===== config.mk =====
export PLATFORM = sky130hd
export DESIGN_NAME = lp_filter_top
export DESIGN_NICKNAME = d
export VERILOG_FILES = /design/src/verilog/lp_filter_pkg.sv /design/src/verilog/lp_coef_regs.sv /design/src/verilog/lp_cmul.sv /design/src/verilog/lp_accum.sv /design/src/verilog/lp_filter_top.sv
export VERILOG_INCLUDE_DIRS = /design/src /design/src/verilog
export SDC_FILE = /design/constraint.sdc
export NUM_CORES = 2
export LEC_CHECK = 0
export BUFFER_PORTS_ARGS = -buffer_cell sky130_fd_sc_hd__buf_2
export CELL_PAD_IN_SITES_DETAIL_PLACEMENT = 1
export CELL_PAD_IN_SITES_GLOBAL_PLACEMENT = 2
export CORE_MARGIN = 2
export CORE_UTILIZATION = 45
export DETAILED_ROUTE_END_ITERATION = 8
export PLACE_DENSITY = 0.86
export SLEW_MARGIN = 0
export SYNTH_ARGS = -nofsm -noshare
export SYNTH_HDL_FRONTEND = slang
export SYNTH_SLANG_ARGS = --single-unit

===== constraint.sdc =====
create_clock -name clk -period 13.75 [get_ports clk]
set_clock_uncertainty 0.2 [all_clocks]
set_input_delay 2.75 -clock clk [delete_from_list [all_inputs] [get_ports clk]]
set_output_delay 2.75 -clock clk [all_outputs]
set_load 0.03 [all_outputs]

===== src/verilog/lp_filter_macros.svh =====
`ifndef LP_FILTER_MACROS_SVH
`define LP_FILTER_MACROS_SVH

// sample and coefficient width, sized for one 18x18 DSP multiplier
`define LP_DW 18

// output headroom, gain scale is 2^-(17+LP_SHIFT)
`define LP_SHIFT 2

// filter output width
`define LP_YW (`LP_DW + `LP_SHIFT)

// multiplier result, one guard lsb and one carry msb above the kept product
`define LP_MW (`LP_DW + 2)

// AXI4-Lite coefficient register map, byte addresses
`define LP_AXI_AW 4
`define LP_ADDR_KX_RE 4'h0
`define LP_ADDR_KX_IM 4'h4
`define LP_ADDR_KY_RE 4'h8
`define LP_ADDR_KY_IM 4'hC

`endif


===== src/verilog/lp_filter_pkg.sv =====
`default_nettype none

`include "lp_filter_macros.svh"

package lp_filter_pkg;

	// interleaved complex input, real part when iq is high
	typedef struct packed {
		logic                     iq;
		logic signed [`LP_DW-1:0] data;
	} iq_sample_t;

	// filter output carries LP_SHIFT bits of extra headroom
	typedef struct packed {
		logic                     iq;
		logic signed [`LP_YW-1:0] data;
	} y_sample_t;

	typedef logic signed [`LP_DW-1:0] coef_t;

	// AXI4-Lite channel payloads, valid and ready travel beside them
	typedef struct packed {
		logic [`LP_AXI_AW-1:0] addr;
		logic [2:0]            prot;
	} axil_aw_t;

	typedef struct packed {
		logic [31:0] data;
		logic [3:0]  strb;
	} axil_w_t;

	typedef struct packed {
		logic [1:0] resp;
	} axil_b_t;

	typedef struct packed {
		logic [`LP_AXI_AW-1:0] addr;
		logic [2:0]            prot;
	} axil_ar_t;

	typedef struct packed {
		logic [31:0] data;
		logic [1:0]  resp;
	} axil_r_t;

	localparam logic [1:0] RESP_OKAY   = 2'b00;
	localparam logic [1:0] RESP_SLVERR = 2'b10;

endpackage

`default_nettype wire


===== src/verilog/lp_coef_regs.sv =====
`default_nettype none
`timescale 1ns/100ps

`include "lp_filter_macros.svh"

module lp_coef_regs
	import lp_filter_pkg::*;
(
	input  logic     clk,
	input  logic     rst_n,
	input  axil_aw_t aw,
	input  axil_w_t  w,
	input  axil_ar_t ar,
	input  logic     awvalid,
	input  logic     wvalid,
	input  logic     arvalid,
	input  logic     bready,
	input  logic     rready,
	output logic     awready,
	output logic     wready,
	output logic     arready,
	output logic     bvalid,
	output logic     rvalid,
	output axil_b_t  b,
	output axil_r_t  r,
	input  logic     iq,
	output coef_t    kx_sel,
	output coef_t    ky_sel
);
	// most negative code, never stored
	localparam coef_t COEF_MIN = coef_t'(1 << (`LP_DW - 1));

	coef_t kx_re, kx_im, ky_re, ky_im;
	coef_t wr_val, rd_val;
	logic  wr_rdy, rd_rdy;
	logic  wr_fire, rd_fire;
	logic  wr_hit, wr_full, rd_hit;

	// AW and W are taken in the same cycle only
	assign wr_fire = wr_rdy && awvalid && wvalid;
	assign rd_fire = rd_rdy && arvalid;
	assign awready = wr_rdy;
	assign wready  = wr_rdy;
	assign arready = rd_rdy;

	// only full 32-bit writes are honored
	assign wr_full = (w.strb == 4'hf);

	always_comb begin
		wr_val = w.data[`LP_DW-1:0];
		// full-scale negative becomes one step smaller
		if (wr_val == COEF_MIN)
			wr_val = COEF_MIN + coef_t'(1);
		case (aw.addr)
			`LP_ADDR_KX_RE, `LP_ADDR_KX_IM, `LP_ADDR_KY_RE, `LP_ADDR_KY_IM: wr_hit = 1'b1;
			default: wr_hit = 1'b0;
		endcase
	end

	always_comb begin
		rd_hit = 1'b1;
		case (ar.addr)
			`LP_ADDR_KX_RE: rd_val = kx_re;
			`LP_ADDR_KX_IM: rd_val = kx_im;
			`LP_ADDR_KY_RE: rd_val = ky_re;
			`LP_ADDR_KY_IM: rd_val = ky_im;
			default: begin
				rd_hit = 1'b0;
				rd_val = '0;
			end
		endcase
	end

	always_ff @(posedge clk or negedge rst_n) begin
		if (!rst_n) begin
			kx_re <= '0;
			kx_im <= '0;
			ky_re <= '0;
			ky_im <= '0;
		end else if (wr_fire && wr_hit && wr_full) begin
			case (aw.addr)
				`LP_ADDR_KX_RE: kx_re <= wr_val;
				`LP_ADDR_KX_IM: kx_im <= wr_val;
				`LP_ADDR_KY_RE: ky_re <= wr_val;
				`LP_ADDR_KY_IM: ky_im <= wr_val;
				default: ;
			endcase
		end
	end

	// ready drops while a response waits, returns once it is taken
	always_ff @(posedge clk or negedge rst_n) begin
		if (!rst_n) begin
			wr_rdy <= 1'b0;
			bvalid <= 1'b0;
			rd_rdy <= 1'b0;
			rvalid <= 1'b0;
		end else begin
			if (wr_fire) begin
				wr_rdy <= 1'b0;
				bvalid <= 1'b1;
			end else if (bvalid && bready) begin
				bvalid <= 1'b0;
				wr_rdy <= 1'b1;
			end else if (!bvalid) begin
				wr_rdy <= 1'b1;
			end
			if (rd_fire) begin
				rd_rdy <= 1'b0;
				rvalid <= 1'b1;
			end else if (rvalid && rready) begin
				rvalid <= 1'b0;
				rd_rdy <= 1'b1;
			end else if (!rvalid) begin
				rd_rdy <= 1'b1;
			end
		end
	end

	// response payloads, held while their valid waits
	always_ff @(posedge clk) begin
		if (wr_fire)
			b.resp <= (wr_hit && wr_full) ? RESP_OKAY : RESP_SLVERR;
		if (rd_fire) begin
			r.data <= {{(32 - `LP_DW){rd_val[`LP_DW-1]}}, rd_val};
			r.resp <= rd_hit ? RESP_OKAY : RESP_SLVERR;
		end
	end

	// pick the half matching the sample now entering the multipliers
	assign kx_sel = iq ? kx_re : kx_im;
	assign ky_sel = iq ? ky_re : ky_im;

	// master keeps each request steady until it is accepted
	a_aw_stable: assert property (@(posedge clk) disable iff (!rst_n)
		awvalid && !awready |=> awvalid && $stable(aw));
	a_w_stable: assert property (@(posedge clk) disable iff (!rst_n)
		wvalid && !wready |=> wvalid && $stable(w));
	a_ar_stable: assert property (@(posedge clk) disable iff (!rst_n)
		arvalid && !arready |=> arvalid && $stable(ar));

	// no coefficient ever reaches the multipliers at full-scale negative
	a_no_min: assert property (@(posedge clk) disable iff (!rst_n)
		kx_re != COEF_MIN && kx_im != COEF_MIN && ky_re != COEF_MIN && ky_im != COEF_MIN);

endmodule

`default_nettype wire


===== src/verilog/lp_cmul.sv =====
`default_nettype none
`timescale 1ns/100ps

`include "lp_filter_macros.svh"

module lp_cmul
	import lp_filter_pkg::*;
(
	input  logic                     clk,
	input  logic                     rst_n,
	input  iq_sample_t               a,
	input  coef_t                    k,
	output logic signed [`LP_MW-1:0] p
);
	// full product width and kept msb slice with one guard bit
	localparam int PW = 2 * `LP_DW;
	localparam int HW = `LP_DW + 1;

	logic [2:0]               iq_sr;
	logic signed [`LP_DW-1:0] a1, a2, m2mux;
	coef_t                    k1;
	logic signed [PW-1:0]     prod1, prod2;
	logic signed [HW-1:0]     prod1_msb, prod2_msb;
	logic signed [HW-1:0]     prod1_d, prod2_d;
	logic signed [`LP_MW-1:0] re_part, im_part;

	// phase tracking through the pipeline
	always_ff @(posedge clk or negedge rst_n) begin
		if (!rst_n)
			iq_sr <= '0;
		else
			iq_sr <= {iq_sr[1:0], a.iq};
	end

	// second multiplier takes the sample from two clocks back on the real phase
	assign m2mux = iq_sr[1] ? a2 : a.data;

	// product1 gives re*re and im*im, product2 gives the cross terms
	always_ff @(posedge clk) begin
		a1      <= a.data;
		a2      <= a1;
		k1      <= k;
		prod1   <= a.data * k;
		prod2   <= m2mux * k1;
		prod1_d <= prod1_msb;
		prod2_d <= prod2_msb;
	end

	// top bits only, full-scale negative squared never happens
	assign prod1_msb = prod1[PW-2:`LP_DW-2];
	assign prod2_msb = prod2[PW-2:`LP_DW-2];

	// guard bits kept through the add, carry lands in the extra msb
	assign re_part = prod1_d - prod1_msb;
	assign im_part = prod2_d + prod2_msb;

	// no output register, the accumulator registers the sum
	assign p = iq_sr[2] ? im_part : re_part;

	// the interleave relies on iq toggling each clock once the pipe is filled
	a_iq_alt: assert property (@(posedge clk) disable iff (!rst_n)
		$past(rst_n, 3) |-> a.iq != $past(a.iq));

endmodule

`default_nettype wire


===== src/verilog/lp_accum.sv =====
`default_nettype none
`timescale 1ns/100ps

`include "lp_filter_macros.svh"

module lp_accum
	import lp_filter_pkg::*;
(
	input  logic                     clk,
	input  logic                     rst_n,
	input  logic signed [`LP_MW-1:0] mx,
	input  logic signed [`LP_MW-1:0] my,
	input  logic                     iq,
	output iq_sample_t               y_fb,
	output y_sample_t                y_out
);
	// state keeps a guard lsb, sum adds one carry bit on top
	localparam int SW = `LP_YW + 1;
	localparam int UW = `LP_YW + 2;

	logic signed [UW-1:0] sum;
	logic signed [SW-1:0] state, state_sat;
	logic                 sum_iq, state_iq;

	// clamp to full scale when the top two sum bits disagree
	always_comb begin
		if (sum[UW-1] == sum[UW-2])
			state_sat = sum[SW-1:0];
		else
			state_sat = {sum[UW-1], {(SW - 1){~sum[UW-1]}}};
	end

	// five-way junction, each multiplier hides two of the terms
	always_ff @(posedge clk or negedge rst_n) begin
		if (!rst_n) begin
			sum      <= '0;
			state    <= '0;
			sum_iq   <= 1'b0;
			state_iq <= 1'b0;
		end else begin
			sum      <= mx + my + state;
			state    <= state_sat;
			// two register stages, so the tag lines up with the next x phase
			sum_iq   <= iq;
			state_iq <= sum_iq;
		end
	end

	always_comb begin
		// ky multiplier sees the top LP_DW bits, gain 2^-LP_SHIFT
		y_fb.iq    = state_iq;
		y_fb.data  = state[SW-1:SW-`LP_DW];
		y_out.iq   = state_iq;
		y_out.data = state[SW-1:1];
	end

	// state sign follows the exact five-term total from two clocks back
	a_no_wrap: assert property (@(posedge clk) disable iff (!rst_n)
		$past(rst_n, 2) |-> state[SW-1] == $past((mx + my + state) < 0, 2));

endmodule

`default_nettype wire


===== src/verilog/lp_filter_top.sv =====
`default_nettype none
`timescale 1ns/100ps

`include "lp_filter_macros.svh"

module lp_filter_top
	import lp_filter_pkg::*;
(
	input  logic       clk,
	input  logic       rst_n,
	input  axil_aw_t   aw,
	input  axil_w_t    w,
	input  axil_ar_t   ar,
	input  logic       awvalid,
	input  logic       wvalid,
	input  logic       arvalid,
	input  logic       bready,
	input  logic       rready,
	output logic       awready,
	output logic       wready,
	output logic       arready,
	output logic       bvalid,
	output logic       rvalid,
	output axil_b_t    b,
	output axil_r_t    r,
	input  iq_sample_t x_in,
	output y_sample_t  y_out
);
	coef_t                    kx_sel, ky_sel;
	logic signed [`LP_MW-1:0] mx, my;
	iq_sample_t               y_fb;

	// coefficient halves follow the phase of the incoming x sample
	lp_coef_regs u_regs (
		.clk, .rst_n, .aw, .w, .ar, .awvalid, .wvalid, .arvalid, .bready, .rready,
		.awready, .wready, .arready, .bvalid, .rvalid, .b, .r,
		.iq(x_in.iq), .kx_sel, .ky_sel
	);

	// kx*x path
	lp_cmul u_xmul (.clk, .rst_n, .a(x_in), .k(kx_sel), .p(mx));

	// ky*y feedback path, y_fb arrives in the same phase as x_in
	lp_cmul u_ymul (.clk, .rst_n, .a(y_fb), .k(ky_sel), .p(my));

	lp_accum u_accum (.clk, .rst_n, .mx, .my, .iq(x_in.iq), .y_fb, .y_out);

endmodule

`default_nettype wire


; Yosys cells after proc, flatten, opt, wreduce, memory -nomap -nowiden
; Index checks and enable logic that the tools add are counted.
[totals]
ff_bits = 473
input_bits = 76
out_inout_bits = 62
elab_cells = 94
[classes]
add_sub_neg = 6
multipliers = 4
eq_ne = 11
mux = 23
n_bitwise = 1
reduce_logical = 18
[ops]
columns = operator, n
row1 = 18-bit by 18-bit multiplier with 35-bit output, 4
row2 = 18-bit 2-to-1 mux, 5
row3 = 18-bit case mux with 4 select lines, 1
row4 = 19-bit by 19-bit adder with 20-bit output, 2
row5 = 20-bit 2-to-1 mux, 2
row6 = 19-bit by 19-bit subtractor with 20-bit output, 2
row7 = 21-bit by 21-bit adder with 22-bit output, 1
row8 = 20-bit by 20-bit adder with 21-bit output, 1
row9 = 21-bit 2-to-1 mux, 1
row10 = "4-bit == test, second input constant", 5
row11 = "18-bit == test, second input constant", 1
row12 = 1-bit 2-to-1 mux, 12
row13 = "4-bit by 3-bit == test with 1-bit output, second input constant", 2
row14 = 1-bit logical AND, 8
row15 = 4-bit logical NOT, 2
row16 = 2-bit AND reduction, 4
row17 = 4-bit OR reduction, 2
row18 = "3-bit != test, second input constant", 2
row19 = 2-bit 2-to-1 mux, 2
row20 = 2-bit nonzero test, 2
row21 = 1-bit == test, 1
row22 = 1-bit NOT, 1

; Depth between registers and ports, before layout
[logic_depth]
ltp_word = 6
depth_mapped = 29
ltp_nobuf = 26

; Cells and area by module
; Synthesis repeated with hierarchy kept, for this count alone.
[hier_totals]
cells_unflattened = 6455
hier_area_um2 = 63036.7
[by_module_without_submodules]
columns = module, instances, cells_each, area_per_inst_um2, seq_area_each_um2
row1 = lp_cmul (u_ymul), 1, 2941, 27726.6, 2677.6
row2 = lp_cmul (u_xmul), 1, 2921, 27571.4, 2677.6
row3 = lp_coef_regs, 1, 304, 4578.1, 2502.4
row4 = lp_accum, 1, 289, 3160.5, 1126.1

; Least setup slack after synthesis
; Ideal clock, no wire load.
[synth_path]
path_kind = input -> register
start = in x_in[18] in the netlist's numbering
end = reg u_xmul.prod1[34]
setup_ps = 79
arrival_ps = 9358
t_required_ps = 13471
setup_slack_ps = 4113
stages = 27
n_path_buf = 4
path_cell_list = buf_2 > buf_1 > clkbuf_1 > mux2_2 > buf_1 > nand2_1 > fa_1 > inv_1 > fa_1 > inv_1 > fa_1 > inv_1 > fa_1 > fa_1 > inv_1 > fa_1 > inv_1 > ha_1 > a21o_1 > a21oi_1 > o211ai_1 > o21ai_1 > a21oi_1 > nand2b_1 > a211o_1 > a2111o_1 > o211ai_1
[synth_via]
elab_chain_len = 2
[synth_rtl]
columns = element, line
row1 = "start, declared", lp_filter_top.sv:26  ; input iq_sample_t x_in,
row2 = 18-bit 2-to-1 mux, lp_coef_regs.sv:131  ; assign kx_sel = iq ? kx_re : kx_im;
row3 = via kx_sel[9], lp_filter_top.sv:29  ; coef_t kx_sel, ky_sel;
row4 = 18-bit by 18-bit multiplier with 35-bit output, lp_cmul.sv:43  ; prod1 <= a.data * k;
row5 = "end signal, assigned", lp_cmul.sv:43
row6 = "end, declared", lp_cmul.sv:22  ; logic signed [PW-1:0] prod1, prod2;
; The timed path passes the listed nets, and every way through them passes these cells.
; A chain may end at the register's enable or synchronous reset.

; Worst setup path in the final report
[layout_path]
start = in x_in[18] in the netlist's numbering
end = reg u_ymul.prod1[34]
[layout_via]
elab_chain_len = 2
[layout_rtl]
columns = element, line
row1 = 18-bit 2-to-1 mux, lp_coef_regs.sv:132  ; assign ky_sel = iq ? ky_re : ky_im;
row2 = 18-bit by 18-bit multiplier with 35-bit output, lp_cmul.sv:43
row3 = "end signal, assigned", lp_cmul.sv:43
row4 = "end, declared", lp_cmul.sv:22
; No other way between the ends.

==> run_results.csv <==
group,metric,value,unit
cts,cts_tree,"built",
cts,postCtsSetupRepairBufs,0,
cts,cts-root-buf,"clkbuf_16",
synth,synthTopCellsByArea,"fa_1 (42%), ha_1 (8.9%), inv_1 (8.9%), dfxtp_1 (8.4%), and2_1 (5.9%)",
final_layout,mostFrequentLayoutCell,"inv_1",
routing,ant_nets,0,
place,placed_cells,8037,
final_layout,nets,8126,
synth,ys_types,81,
synth,synth-seq-cells,404,
final_layout,final_cell_mix,"inv_1 (1473), fa_1 (1314), nand2_1 (675)",
sta,rsz0062_at_grt,"false",
sta,fin_crit_sh,77.0,%
cts,postCtsHoldBufs,0,
sta,timing.fmax,0.0944,GHz
floorplanning,die_w,375,um
final_layout,drive_gt1_share,6.82,%
critical_path,crit_type,"primary input to flip-flop",
global_routing,overflow,0,
routing,num_vias,41725,
synth,synth_top_area_share,42.4,%
power_and_ir_drop,p_leak,0.0339,uW
routing,wl_per_cell,19.9,um
cts,clkSlewWorstSetupHoldPaths,60,ps
sta,worst_pin_slew,1130,ps
cts,clk_latency,620,ps
critical_path,required,14080,ps
routing,wl,162000,um
power_and_ir_drop,power_density,117,nW/um^2
run,maxCapViolations,0,
cts,h-tree-depth,2,
cts,max-clock-path-buffers,3,
global_routing,grt_usage,23.8,%
floorplanning,floorplan.rows,136,
sta,timing.hold.ws,117,ps
run_status,status,"completed",
sta,setup_viol,0,
synth,synthArstFlopShare,30.7,%
power_and_ir_drop,peakVddDrop,0.000202,V
synth,yosysWarnings,0,
synth,synth_cells,6348,
place,hpwl,131000,um
routing,initialDrtViolationCount,1497,
global_routing,grt_pass1_vias,48157,
floorplanning,die_h,375,um
critical_path,critPathArrivalTime,10920,ps
sta,hold_viol,0,
final_layout,instances_no_fill,8132,
synth,synth_edf_count,20,
synth,ys_seq_area_share,14.4,%
floorplanning,die_area,141000,sq um
synth,synth_top_area_cell,"fa_1",
critical_path,end_kind,"flip-flop",
synth,avgSynthCellArea,9.78,sq um
routing,via_per_inst,5.13,
final_layout,final.fill_count,15473,
critical_path,start_kind,"primary input",
sta,min_period,10590,ps
place,place.port_buffers,115,
floorplanning,coreArea,137000,sq um
sta,tns,0,ps
final_layout,syn_to_final_growth,6.07,%
floorplanning,ios,138,
cts,cts-resized-gates,0,
global_routing,antenna_found_initial,9,
critical_path,cp_max_fo,37,
routing,firstDrtPassIters,8,
synth,synth_area,62100,sq um
sta,slew_headroom,24.4,%
routing,drc,0,
global_routing,grt_max_degree,68,
worst_hold_path,hold_path.class,"flip-flop to flip-flop",
global_routing,grt_pass1_wl,263000,um
synth,ys.flop_type,"dfxtp_1",
place,place_congestion,0.834,
cts,cts_buffers,49,
sta,final_max_slew_viol_count,0,
critical_path,r2r_setup_slack,5350,ps
cts,cts_sinks,404,
floorplanning,start_util,45.3,%
## stage by stage
step                setup WS (ps)  area, sq um  total power (uW)  utilization [%]
floorplan                    4110        62100              5000                -
detailed placement           2460        64100              6380             46.8
finish                       3160        65800              7700             48.0
global placement             2580        64100              6210             46.8
global route                 2670        65800              8360             48.0
CTS                          3080        65800              7780             48.0
## layout make-up
type	instances	area, sq um	area share (%)
well taps	1794	2240	3.41
diodes	3	7.51	0.0114
flip-flops and latches	404	8910	13.5
repair buffers	163	938	1.43
inverters	1473	5530	8.40
clock inverters	32	348	0.528
multi-input cells	4203	46500	70.6
clock buffers	60	1350	2.05
## sequential cells by signal (all words and copies together), names as in the netlist, 19 cells and up
name / count
u_accum.state: 21
u_accum.sum: 22
u_ymul.prod1_d: 19
u_regs.r: 19
u_ymul.prod2_d: 19
u_xmul.prod1: 19
u_ymul.prod2: 19
u_xmul.prod2: 19
u_xmul.prod1_d: 19
u_xmul.prod2_d: 19
u_ymul.prod1: 19
## routing by layer
layer	share of wire, %	up-vias	global-route usage, %
met4	2.7	2	6.12
met3	3.1	192	2.22
met1	41	22179	29.1
li1	-	18768	-
met2	53	584	44.6
met5	0.0043	-	0
## kinds of logic after synthesis
logic type	after synthesis	share of synthesized area, %
AO/OA/AOI/OAI	440	4.86
XOR/XNOR	177	2.50
adder cells (fa/ha/maj)	1756	51.3
buffers and inverters	1742	10.8
flip-flops	404	14.4
multiplexers	149	2.68
other	1	0.00604
AND/OR/NAND/NOR	1679	13.5
## synth_stat cells, types with 20 or more instances
library cell and instances:
nor2b_1 45, inv_1 1473, nor3_1 37, dfrtp_1 124
buf_1 31, buf_4 39, mux2_2 137, xnor2_1 127
nor2_1 160, nand2_1 675, clkbuf_1 197, o21ai_0 70
or2_2 26, edfxtp_1 20, ha_1 442, nand2b_1 34
dfxtp_1 260, a21oi_1 108, o21a_1 23, fa_1 1314
a221o_1 20, and2_1 589, xor2_1 50, nand3_1 29
a21o_1 58, and3_1 23
## final timing paths
kind	cells after the start	endpoint	start
max in group asynchronous	2	u_accum.state[13]$_DFF_PN0_	rst_n
worst min register to register	0	u_xmul.a2[0]$_DFF_P_	u_xmul.a1[0]$_DFF_P_
worst max register to register	22	u_ymul.prod2[28]$_DFF_P_	u_accum.state[7]$_DFF_PN0_
min in group asynchronous	1	u_regs.bvalid$_DFFE_PN0P_	rst_n
worst min-delay path	0	u_xmul.a2[0]$_DFF_P_	u_xmul.a1[0]$_DFF_P_
worst max-delay path	24	u_ymul.prod1[34]$_DFF_P_	x_in[18]
## power breakdown
group / leakage (uW) / switching, uW / internal, uW / total, uW
clock: 0.000812 / 566 / 784 / 1350
combinational: 0.0291 / 2840 / 1760 / 4610
sequential: 0.00395 / 213 / 1530 / 1740
total: 0.0339 / 3620 / 4080 / 7700
## critical path, cell delays in order
cell	delay, ps
buf_2	80
buf_4	460
mux2i_1	890
inv_1	530
nand2_1	340
fa_1	520
inv_1	240
fa_1	480
fa_1	500
fa_1	500
fa_1	490
inv_1	50
fa_1	490
inv_1	40
ha_1	320
a21o_1	200
a21o_1	170
a21oi_1	330
o211ai_1	200
o211a_1	340
o2111ai_1	290
nand2_1	120
o41ai_1	360
xnor2_1	160
Note: power is estimated with default switching activity, not from simulation.
